**src/xm23_dev_defines.svh**
```systemverilog
`ifndef XM23_DEV_DEFINES_SVH
`define XM23_DEV_DEFINES_SVH

// Device region byte addresses, same layout as the CPU memory map
`define XM23_TMR_CSR	4'h0
`define XM23_TMR_DATA	4'h1
`define XM23_TL_CSR	4'h6
`define XM23_TL_DATA	4'h7
`define XM23_PB_CSR	4'h8
`define XM23_PB_DATA	4'h9

// CSR bit positions shared by every device
`define XM23_CSR_EN	0	// Device enable
`define XM23_CSR_IE	1	// Interrupt enable
`define XM23_CSR_DBA	2	// Data available
`define XM23_CSR_OF	3	// Overflow

// Device timing
`define XM23_TMR_PRESCALE	8	// Clocks per timer tick
`define XM23_TL_AMBER_TICKS	2	// Amber phase length in ticks
`define XM23_PB_DEBOUNCE	16	// Clocks of stable input before a change is taken

`endif
```
**src/xm23_dev_pkg.sv**
```systemverilog
package xm23_dev_pkg;

	typedef logic [7:0] dev_byte_t;	// One device register byte
	typedef logic [3:0] dev_addr_t;	// Byte address inside the device region
	typedef logic [3:0] dev_nib_t;	// CSR status field

	// Event and status from a device back to the register block
	typedef struct packed {
		logic     evt;	// One-cycle strobe, sets DBA
		dev_nib_t status;	// Lands in CSR bits 7:4
	} dev_evt_t;

	// Traffic-light sequencer phases
	typedef enum logic [2:0] {
		TL_OFF   = 3'd0,
		TL_GREEN = 3'd1,
		TL_AMBER = 3'd2,
		TL_RED   = 3'd3,
		TL_WALK  = 3'd4	// Red with the walk lamp on
	} tl_state_t;

	// Lamp outputs, bit 3 walk, bit 2 red, bit 1 amber, bit 0 green
	typedef logic [3:0] lights_t;

endpackage

```
**src/xm23_dev_top.sv**
```systemverilog
`timescale 1ns/100ps

module xm23_dev_top (
	input  logic                    clk_i,
	input  logic                    rst_n_i,
	input  logic                    wb_cyc_i,
	input  logic                    wb_stb_i,
	input  logic                    wb_we_i,
	input  xm23_dev_pkg::dev_addr_t wb_adr_i,
	input  xm23_dev_pkg::dev_byte_t wb_dat_i,
	output xm23_dev_pkg::dev_byte_t wb_dat_o,
	output logic                    wb_ack_o,
	input  logic                    push_button_i,
	output xm23_dev_pkg::lights_t   lights_o,
	output logic [2:0]              irq_o
);
	import xm23_dev_pkg::*;

	dev_byte_t tmr_csr;
	dev_byte_t tmr_data;
	dev_byte_t tl_csr;
	dev_byte_t tl_data;
	dev_byte_t pb_csr;
	dev_byte_t pb_count;
	dev_evt_t  tmr_evt;
	dev_evt_t  tl_evt;
	dev_evt_t  pb_evt;
	logic      tmr_tick;	// Shared timebase for the lights
	logic      pb_press;

	xm23_dev_regs xm23_dev_regs_i (
		.clk_i      (clk_i),
		.rst_n_i    (rst_n_i),
		.wb_cyc_i   (wb_cyc_i),
		.wb_stb_i   (wb_stb_i),
		.wb_we_i    (wb_we_i),
		.wb_adr_i   (wb_adr_i),
		.wb_dat_i   (wb_dat_i),
		.wb_dat_o   (wb_dat_o),
		.wb_ack_o   (wb_ack_o),
		.tmr_evt_i  (tmr_evt),
		.tl_evt_i   (tl_evt),
		.pb_evt_i   (pb_evt),
		.pb_count_i (pb_count),
		.tmr_csr_o  (tmr_csr),
		.tmr_data_o (tmr_data),
		.tl_csr_o   (tl_csr),
		.tl_data_o  (tl_data),
		.pb_csr_o   (pb_csr),
		.irq_o      (irq_o)
	);

	xm23_timer xm23_timer_i (
		.clk_i   (clk_i),
		.rst_n_i (rst_n_i),
		.csr_i   (tmr_csr),
		.data_i  (tmr_data),
		.tick_o  (tmr_tick),
		.evt_o   (tmr_evt)
	);

	xm23_traffic_lights xm23_traffic_lights_i (
		.clk_i     (clk_i),
		.rst_n_i   (rst_n_i),
		.csr_i     (tl_csr),
		.data_i    (tl_data),
		.tick_i    (tmr_tick),
		.ped_req_i (pb_press),
		.lights_o  (lights_o),
		.evt_o     (tl_evt)
	);

	xm23_pedest_button xm23_pedest_button_i (
		.clk_i    (clk_i),
		.rst_n_i  (rst_n_i),
		.csr_i    (pb_csr),
		.button_i (push_button_i),
		.press_o  (pb_press),
		.count_o  (pb_count),
		.evt_o    (pb_evt)
	);

endmodule

```
**src/xm23_pedest_button.sv**
```systemverilog
`timescale 1ns/100ps
`include "xm23_dev_defines.svh"

module xm23_pedest_button (
	input  logic                    clk_i,
	input  logic                    rst_n_i,
	input  xm23_dev_pkg::dev_byte_t csr_i,
	input  logic                    button_i,
	output logic                    press_o,
	output xm23_dev_pkg::dev_byte_t count_o,
	output xm23_dev_pkg::dev_evt_t  evt_o
);
	import xm23_dev_pkg::*;

	localparam int unsigned STAB_W = $clog2(`XM23_PB_DEBOUNCE + 1);

	logic [1:0]        sync_q;	// Metastability guard
	logic              level_q;	// Debounced level
	logic [STAB_W-1:0] stab_q;	// Clocks the new level has held
	logic              press_q;
	dev_byte_t         count_q;

	always_ff @(posedge clk_i or negedge rst_n_i) begin
		if (!rst_n_i) begin
			sync_q <= '0;
			level_q <= 1'b0;
			stab_q <= '0;
			press_q <= 1'b0;
			count_q <= '0;
		end else begin
			sync_q <= {sync_q[0], button_i};
			press_q <= 1'b0;
			if (sync_q[1] == level_q) begin
				stab_q <= '0;	// Bounce, start over
			end else if (stab_q == STAB_W'(`XM23_PB_DEBOUNCE - 1)) begin
				stab_q <= '0;
				level_q <= sync_q[1];
				// Count rising edges only while enabled
				if (sync_q[1] && csr_i[`XM23_CSR_EN]) begin
					press_q <= 1'b1;
					count_q <= count_q + 1'b1;	// Wraps at 256
				end
			end else begin
				stab_q <= stab_q + 1'b1;
			end
		end
	end

	assign press_o = press_q;
	assign count_o = count_q;
	assign evt_o.evt = press_q;
	assign evt_o.status = {level_q, count_q[2:0]};

endmodule

```
**src/xm23_traffic_lights.sv**
```systemverilog
`timescale 1ns/100ps
`include "xm23_dev_defines.svh"

module xm23_traffic_lights (
	input  logic                    clk_i,
	input  logic                    rst_n_i,
	input  xm23_dev_pkg::dev_byte_t csr_i,
	input  xm23_dev_pkg::dev_byte_t data_i,
	input  logic                    tick_i,
	input  logic                    ped_req_i,
	output xm23_dev_pkg::lights_t   lights_o,
	output xm23_dev_pkg::dev_evt_t  evt_o
);
	import xm23_dev_pkg::*;

	tl_state_t  state_q;
	logic [3:0] phase_q;	// Ticks left in this phase
	logic       ped_q;	// Walk request waiting
	logic       evt_q;
	logic       en;
	logic       last_tick;

	assign en = csr_i[`XM23_CSR_EN];
	assign last_tick = tick_i && (phase_q == 4'd0);

	always_ff @(posedge clk_i or negedge rst_n_i) begin
		if (!rst_n_i) begin
			state_q <= TL_OFF;
			phase_q <= '0;
			ped_q <= 1'b0;
			evt_q <= 1'b0;
		end else begin
			evt_q <= 1'b0;
			if (!en) begin
				state_q <= TL_OFF;	// Dark at once
				phase_q <= '0;
				ped_q <= 1'b0;
			end else begin
				if (tick_i && phase_q != 4'd0)
					phase_q <= phase_q - 1'b1;
				// Phase changes only on a tick
				if (last_tick) begin
					case (state_q)
						TL_OFF, TL_RED, TL_WALK: begin
							state_q <= TL_GREEN;
							phase_q <= data_i[7:4];
							evt_q <= (state_q != TL_OFF);	// Full cycle done
						end
						TL_GREEN: begin
							state_q <= TL_AMBER;
							phase_q <= 4'(`XM23_TL_AMBER_TICKS - 1);
						end
						TL_AMBER: begin
							state_q <= ped_q ? TL_WALK : TL_RED;
							phase_q <= data_i[3:0];
							ped_q <= 1'b0;	// Request served or none pending
						end
						default: state_q <= TL_OFF;
					endcase
				end
				// A new press always sticks, even on the serving edge
				if (ped_req_i)
					ped_q <= 1'b1;
			end
		end
	end

	always_comb begin
		case (state_q)
			TL_GREEN: lights_o = 4'b0001;
			TL_AMBER: lights_o = 4'b0010;
			TL_RED:   lights_o = 4'b0100;
			TL_WALK:  lights_o = 4'b1100;	// Red plus walk
			default:  lights_o = 4'b0000;
		endcase
	end

	assign evt_o.evt = evt_q;
	assign evt_o.status = {ped_q, state_q};

endmodule

```
**src/xm23_timer.sv**
```systemverilog
`timescale 1ns/100ps
`include "xm23_dev_defines.svh"

module xm23_timer (
	input  logic                    clk_i,
	input  logic                    rst_n_i,
	input  xm23_dev_pkg::dev_byte_t csr_i,
	input  xm23_dev_pkg::dev_byte_t data_i,
	output logic                    tick_o,
	output xm23_dev_pkg::dev_evt_t  evt_o
);
	import xm23_dev_pkg::*;

	localparam int unsigned PRE_W = $clog2(`XM23_TMR_PRESCALE + 1);

	logic [PRE_W-1:0] pre_q;	// Prescaler phase
	logic             en;
	logic             en_q;
	logic             en_rise;
	logic             cnt_tick;
	dev_byte_t        cnt_q;	// Ticks left before the next event
	logic             evt_q;

	assign en = csr_i[`XM23_CSR_EN];
	assign en_rise = en & ~en_q;
	assign tick_o = (pre_q == PRE_W'(`XM23_TMR_PRESCALE - 1));
	assign cnt_tick = tick_o & ~en_rise;	// Counter starts fresh on enable

	// Free-running prescaler, realigned when the timer is switched on
	always_ff @(posedge clk_i or negedge rst_n_i) begin
		if (!rst_n_i) begin
			pre_q <= '0;
		end else if (en_rise) begin
			pre_q <= PRE_W'(1 % `XM23_TMR_PRESCALE);
		end else if (tick_o) begin
			pre_q <= '0;
		end else begin
			pre_q <= pre_q + 1'b1;
		end
	end

	always_ff @(posedge clk_i or negedge rst_n_i) begin
		if (!rst_n_i) begin
			en_q <= 1'b0;
			cnt_q <= '0;
			evt_q <= 1'b0;
		end else begin
			en_q <= en;
			evt_q <= 1'b0;
			if (!en) begin
				cnt_q <= data_i;	// Held at reload while off
			end else if (cnt_tick) begin
				if (cnt_q == '0) begin	// Wrap
					cnt_q <= data_i;
					evt_q <= 1'b1;
				end else begin
					cnt_q <= cnt_q - 1'b1;
				end
			end
		end
	end

	assign evt_o.evt = evt_q;
	assign evt_o.status = cnt_q[3:0];

endmodule

```
**src/xm23_dev_regs.sv**
```systemverilog
`timescale 1ns/100ps
`include "xm23_dev_defines.svh"

module xm23_dev_regs (
	input  logic                    clk_i,
	input  logic                    rst_n_i,
	input  logic                    wb_cyc_i,
	input  logic                    wb_stb_i,
	input  logic                    wb_we_i,
	input  xm23_dev_pkg::dev_addr_t wb_adr_i,
	input  xm23_dev_pkg::dev_byte_t wb_dat_i,
	output xm23_dev_pkg::dev_byte_t wb_dat_o,
	output logic                    wb_ack_o,
	input  xm23_dev_pkg::dev_evt_t  tmr_evt_i,
	input  xm23_dev_pkg::dev_evt_t  tl_evt_i,
	input  xm23_dev_pkg::dev_evt_t  pb_evt_i,
	input  xm23_dev_pkg::dev_byte_t pb_count_i,
	output xm23_dev_pkg::dev_byte_t tmr_csr_o,
	output xm23_dev_pkg::dev_byte_t tmr_data_o,
	output xm23_dev_pkg::dev_byte_t tl_csr_o,
	output xm23_dev_pkg::dev_byte_t tl_data_o,
	output xm23_dev_pkg::dev_byte_t pb_csr_o,
	output logic [2:0]              irq_o
);
	import xm23_dev_pkg::*;

	logic      bus_req;	// New access this cycle
	logic      bus_wr;
	logic      bus_rd;
	logic      sel_tmr_csr;
	logic      sel_tmr_data;
	logic      sel_tl_csr;
	logic      sel_tl_data;
	logic      sel_pb_csr;
	dev_byte_t rd_mux;

	// Device memory
	dev_byte_t tmr_csr_q;
	dev_byte_t tl_csr_q;
	dev_byte_t pb_csr_q;
	dev_byte_t tmr_data_q;
	dev_byte_t tl_data_q;

	// Next CSR value from bus write, read-clear and device event
	function automatic dev_byte_t csr_next(
		input dev_byte_t cur,
		input dev_evt_t  evt,
		input logic      wr,
		input logic      rd,
		input dev_byte_t wdat
	);
		dev_byte_t nxt;
		nxt = cur;
		if (wr)
			nxt[`XM23_CSR_OF:`XM23_CSR_EN] = wdat[`XM23_CSR_OF:`XM23_CSR_EN];
		if (rd) begin	// Reading the CSR consumes the data
			nxt[`XM23_CSR_DBA] = 1'b0;
			nxt[`XM23_CSR_OF] = 1'b0;
		end
		// Event beats a read in the same cycle
		if (evt.evt) begin
			nxt[`XM23_CSR_OF] = nxt[`XM23_CSR_OF] | nxt[`XM23_CSR_DBA];	// Unread data lost
			nxt[`XM23_CSR_DBA] = 1'b1;
		end
		nxt[7:4] = evt.status;
		return nxt;
	endfunction

	// Classic single cycle ack, no retrigger while ack is up
	assign bus_req = wb_cyc_i & wb_stb_i & ~wb_ack_o;
	assign bus_wr = bus_req & wb_we_i;
	assign bus_rd = bus_req & ~wb_we_i;

	assign sel_tmr_csr = (wb_adr_i == `XM23_TMR_CSR);
	assign sel_tmr_data = (wb_adr_i == `XM23_TMR_DATA);
	assign sel_tl_csr = (wb_adr_i == `XM23_TL_CSR);
	assign sel_tl_data = (wb_adr_i == `XM23_TL_DATA);
	assign sel_pb_csr = (wb_adr_i == `XM23_PB_CSR);

	always_ff @(posedge clk_i or negedge rst_n_i) begin
		if (!rst_n_i) begin
			wb_ack_o <= 1'b0;
		end else begin
			wb_ack_o <= bus_req;
		end
	end

	// Read mux, holes in the map read back zero
	always_comb begin
		case (wb_adr_i)
			`XM23_TMR_CSR:  rd_mux = tmr_csr_q;
			`XM23_TMR_DATA: rd_mux = tmr_data_q;
			`XM23_TL_CSR:   rd_mux = tl_csr_q;
			`XM23_TL_DATA:  rd_mux = tl_data_q;
			`XM23_PB_CSR:   rd_mux = pb_csr_q;
			`XM23_PB_DATA:  rd_mux = pb_count_i;	// Live press count
			default:        rd_mux = '0;
		endcase
	end

	// Read data sits in the ack cycle
	always_ff @(posedge clk_i) begin
		if (bus_rd)
			wb_dat_o <= rd_mux;
	end

	always_ff @(posedge clk_i or negedge rst_n_i) begin
		if (!rst_n_i) begin
			tmr_csr_q <= '0;
			tl_csr_q <= '0;
			pb_csr_q <= '0;
		end else begin
			tmr_csr_q <= csr_next(tmr_csr_q, tmr_evt_i, bus_wr & sel_tmr_csr,
				bus_rd & sel_tmr_csr, wb_dat_i);
			tl_csr_q <= csr_next(tl_csr_q, tl_evt_i, bus_wr & sel_tl_csr,
				bus_rd & sel_tl_csr, wb_dat_i);
			pb_csr_q <= csr_next(pb_csr_q, pb_evt_i, bus_wr & sel_pb_csr,
				bus_rd & sel_pb_csr, wb_dat_i);
		end
	end

	// Data bytes, written by the bus only
	always_ff @(posedge clk_i) begin
		if (bus_wr && sel_tmr_data)
			tmr_data_q <= wb_dat_i;
		if (bus_wr && sel_tl_data)
			tl_data_q <= wb_dat_i;
	end

	assign tmr_csr_o = tmr_csr_q;
	assign tmr_data_o = tmr_data_q;
	assign tl_csr_o = tl_csr_q;
	assign tl_data_o = tl_data_q;
	assign pb_csr_o = pb_csr_q;

	// One interrupt per device
	assign irq_o[0] = tmr_csr_q[`XM23_CSR_DBA] & tmr_csr_q[`XM23_CSR_IE];
	assign irq_o[1] = tl_csr_q[`XM23_CSR_DBA] & tl_csr_q[`XM23_CSR_IE];
	assign irq_o[2] = pb_csr_q[`XM23_CSR_DBA] & pb_csr_q[`XM23_CSR_IE];

endmodule

```
**config.mk**
```make
export PLATFORM = sky130hd
export DESIGN_NAME = xm23_dev_top
export DESIGN_NICKNAME = d
export VERILOG_FILES = /design/src/xm23_dev_pkg.sv /design/src/xm23_dev_top.sv /design/src/xm23_pedest_button.sv /design/src/xm23_traffic_lights.sv /design/src/xm23_timer.sv /design/src/xm23_dev_regs.sv
export VERILOG_INCLUDE_DIRS = /design/src
export SDC_FILE = /design/constraint.sdc
export NUM_CORES = 1
export LEC_CHECK = 0
export ABC_AREA = 1
export BUFFER_PORTS_ARGS = -buffer_cell sky130_fd_sc_hd__clkbuf_2
export CORE_MARGIN = 3
export CORE_UTILIZATION = 40
export CTS_BUF_LIST = sky130_fd_sc_hd__clkbuf_4
export DETAILED_ROUTE_END_ITERATION = 12
export GPL_ROUTABILITY_DRIVEN = 0
export GPL_TIMING_DRIVEN = 0
export PLACE_DENSITY = 0.64
export REMOVE_ABC_BUFFERS = 1
export SETUP_SLACK_MARGIN = 0.1
export SLEW_MARGIN = 20
export SYNTH_ARGS = -nofsm -noshare
export SYNTH_HDL_FRONTEND = slang
export SYNTH_SLANG_ARGS = --single-unit
```
**constraint.sdc**
```tcl
create_clock -name clk_i -period 2.2 [get_ports clk_i]
set_input_delay 0.22 -clock clk_i [delete_from_list [all_inputs] [get_ports clk_i]]
set_output_delay 0.22 -clock clk_i [all_outputs]
set_load 0.03 [all_outputs]
```
==> results.yml <==
status:
  run_status: "complete, no violations"
routing:
  wirelength_mm: 9.314
  via_density: 4.948
  number_of_design_rule_violations_left_by_the_first_detailed_router_iteration: 175
  drt_pass1_iterations: 4
  post-route-drc-count: 0
  detail-route-antenna-nets: 0
  route.detailed.wl_per_inst_um: 13.78
  detailroute.via_count: 3345
hold_path:
  hold_path_end: "xm23_dev_regs_i.tl_data_o[0]"
  timing.hold.worst.start: "wb_dat_i[0]"
  timing.hold.worst.class: "in -> reg"
  hold_depth: 1
worst_setup_path:
  ff2ff_setup_slack_ns: 0.25
  regToRegEndpoint: "xm23_dev_regs_i.tmr_data_o[5]"
  r2r-start: "xm23_dev_regs_i.wb_ack_o"
  crit_buf_inv: 1
  worst-setup-path-type: "reg -> reg"
  worst-r2r-cell-count: 4
  cp_top_delay_family: "simple AND/OR/NAND/NOR gates"
  worst_path_required_ns: 2.28
  cp_slowest_cell: "nor2_1"
  crit_fanout: 8
  cp_cell_sequence: "nand3b_1, nor2_2, inv_1, nor2_1"
  cp_data_arrival_time_ns: 2.03
  worst_setup_path_start_kind: "flip-flop"
  critical_path.endpoint_type: "flip-flop"
  max_stage_delay_ns: 0.51
final_layout:
  area.sequential_sq_mm: 0.002347
  multi_input_area_sq_mm: 0.001551
  antenna_cells: 0
  syn_to_final_growth_pct: 13.08
  finalCoreUtilization: 0.4749
  fillers: 995
  design.final.nets: 562
  layout-drive-gt1-share: 0.1363
placed_design:
  dp.final_hpwl_mm: 7.155
  port_buffer_count: 33
sta:
  measured_slew_at_the_worst_slew_check_pin_ns: 0.8965
  achievable-frequency_ghz: 0.5139
  slew_headroom: 0.4001
  final_period_minus_worst_setup_slack_ns: 1.946
  setup_total_negative_slack_ns: 0
  finalMaxSlewViolations: 0
  final.setup_skew_ns: 0.01923
  setup_viol: 0
  timing.final.crit_share: 0.8845
  report.final.hold_viol_count: 0
  rsz0062_at_grt: "yes"
die:
  die_h_um: 108.5
  top_level_port_count: 34
  row_count: 36
  core-area_sq_mm: 0.01000
  die_area_sq_mm: 0.01176
  chipWidth_um: 108.5
  start_util: 0.4199
clock_tree:
  cts_made_buffers: 9
  worstSkewPairLatency_ns: 0.44
  h-tree-depth: 3
  tritoncts_clock_tree: "done"
  numClockSinks: 89
  ctsRootBufferMaster: "clkbuf_4"
  clockBufferDepth: 2
  ctsResizeCount: 0
  clkTransAtPathRegs_ns: 0.15
synth:
  yosys-top-cells-area: "dfrtp_1 39%, edfxtp_1 17%, nand2_1 12%, inv_1 5.9%, nor2_1 4.6%"
  synth.yosys.seq_area_share: 0.5590
  synth_top_flop_cell: "dfrtp_1"
  yosys-top-cells-count: "132 x nand2_1, 66 x inv_1, 65 x dfrtp_1, 52 x nor2_1, 38 x nand3_1"
  synth_area_sq_mm: 0.004199
  ys_ff_latch: 89
  synth_cell_types: 32
  syn_inst: 490
  syn_avg_cell_area_sq_um: 8.569
  ys_async_sr_fraction: 0.7303
  synth-edff-count: 24
  synth_most_common_cell: "nand2_1"
  synth_warnings: 0
  library_cell_occupying_the_most_area_in_the_post_synthesis_netlist: "dfrtp_1"
  synth_top_area_frac: 0.3874
power:
  power.share.sequential: 0.559
  finalPower_mw: 3.498
  power.static_leakage_nw: 2.360
  p_int_mw: 2.427
  power.switching_mw: 1.071
  powerDensity_mw_per_mm2: 736.7
  sw_frac_of_total: 0.3062
  comb_power_share: 0.178
  max-vdd-ir-drop_mv: 0.3417
  p_clk_frac: 0.263
global_routing:
  met2_usage: 0.2833
  wire_length_of_the_first_global_routing_pass_mm: 15.82
  global_route.usage.met1: 0.2320
  antenna_found_initial: 0
  globalRouteTotalUtil: 0.1720
  grt_use_met3: 0.03642
  globalRoute.busiestLayer: "met2"
  first_global_vias: 3295
  gr-total-overflow: 0
  grt_start_max_net_pins: 50
job:
  maxCapViolCount: 0
[metrics by stage]
step	instances	hold slack, ns	area (sq um)	setup WS (ns)
floorplan	487	-0.07559	4185	0.3716
global placement	653	0.3294	4517	0.2978
detailed placement	654	0.1456	4547	0.2617
CTS	676	0.005514	4748	0.2221
global route	676	0.005030	4748	0.09811
finish	676	0.02734	4748	0.2541
[final cells by class]
class / instances / area share
sequential: 89 / 0.4943
clock inverter: 6 / 0.01397
clock buffer: 10 / 0.01581
tap: 133 / 0.03505
inverter: 76 / 0.06034
multi-input combinational: 322 / 0.3267
timing repair buffer: 40 / 0.05376
[registers in the layout, summed over array words and instances, names as in the netlist, 2 cells and up]
name	count
xm23_pedest_button_i.stab_q	5
xm23_dev_regs_i.tmr_csr_o	8
xm23_traffic_lights_i.phase_q	4
xm23_dev_regs_i.tmr_data_o	8
xm23_traffic_lights_i.state_q	3
xm23_timer_i.cnt_q	8
xm23_dev_regs_i.pb_csr_o	8
xm23_dev_regs_i.wb_dat_o	8
xm23_dev_regs_i.tl_csr_o	8
xm23_pedest_button_i.count_o	8
xm23_pedest_button_i.sync_q	2
xm23_dev_regs_i.tl_data_o	8
xm23_timer_i.pre_q	4
[cell families (layout without fill, tap and decap cells)]
| logic type | count (synthesis) | in the layout | share of synthesized area |
|---|---|---|---|
| and+or+nand+nor | 250 | 250 | 0.2586 |
| buffers and inverters | 79 | 132 | 0.07151 |
| xor gates and xnor gates | 8 | 8 | 0.01669 |
| adders and majority gates | 6 | 6 | 0.01788 |
| AOI/OAI and AO/OA | 58 | 58 | 0.07628 |
| DFF | 89 | 89 | 0.5590 |
[power by group through the flow]
stage	clock network (mW)	logic (mW)	registers, mW
after CTS	0.951	0.626	1.96
after floorplan	0	0.430	1.97
final	0.920	0.622	1.96
after detailed placement	0	0.615	1.99
after global routing	1.01	0.715	1.98
after global placement	0	0.584	1.98
[per-layer routing]
metal	part of all wire	wire length, um
met1	0.46	4264
met2	0.48	4480
met3	0.051	471
met4	0.010	97
met5	0	0
[worst max-delay path by stage]
stage | endpoint | cells after the start | startpoint | slack (ns)
after detailed placement | xm23_dev_regs_i.tmr_data_o[0] | 4 | xm23_dev_regs_i.wb_ack_o | 0.26
after floorplan | xm23_dev_regs_i.tl_data_o[0] | 4 | xm23_dev_regs_i.wb_ack_o | 0.37
after global placement | xm23_dev_regs_i.tmr_data_o[0] | 4 | xm23_dev_regs_i.wb_ack_o | 0.30
final | xm23_dev_regs_i.tmr_data_o[5] | 4 | xm23_dev_regs_i.wb_ack_o | 0.25
after global routing | xm23_dev_regs_i.tl_data_o[7] | 4 | xm23_dev_regs_i.wb_ack_o | 0.1
after CTS | xm23_dev_regs_i.tmr_data_o[3] | 4 | xm23_dev_regs_i.wb_ack_o | 0.22
[layout by cell type, fill, tap and decap left out, types with 5 or more instances in the layout]
cell type / netlist / layout
dlygate4sd3_1: 0 / 6
xor2_1: 7 / 7
clkbuf_2: 0 / 32
nand3_1: 38 / 38
o22ai_1: 10 / 10
o21ai_1: 16 / 16
nand4_1: 6 / 6
nor2_1: 52 / 52
ha_1: 6 / 6
inv_2: 8 / 8
dfrtp_1: 65 / 65
o21ai_0: 16 / 16
nand2_1: 132 / 132
clkbuf_4: 0 / 11
a21oi_1: 9 / 9
edfxtp_1: 24 / 24
nand2_2: 5 / 5
inv_1: 66 / 66
[timing repair]
item | in CTS | in global routing
setup endpoints to repair | 0 | 8
hold endpoints to repair | 65 | 0
hold buffers | 6 | 0
buffers inserted | 0 | 0
Power figures use the tool's default switching activity.
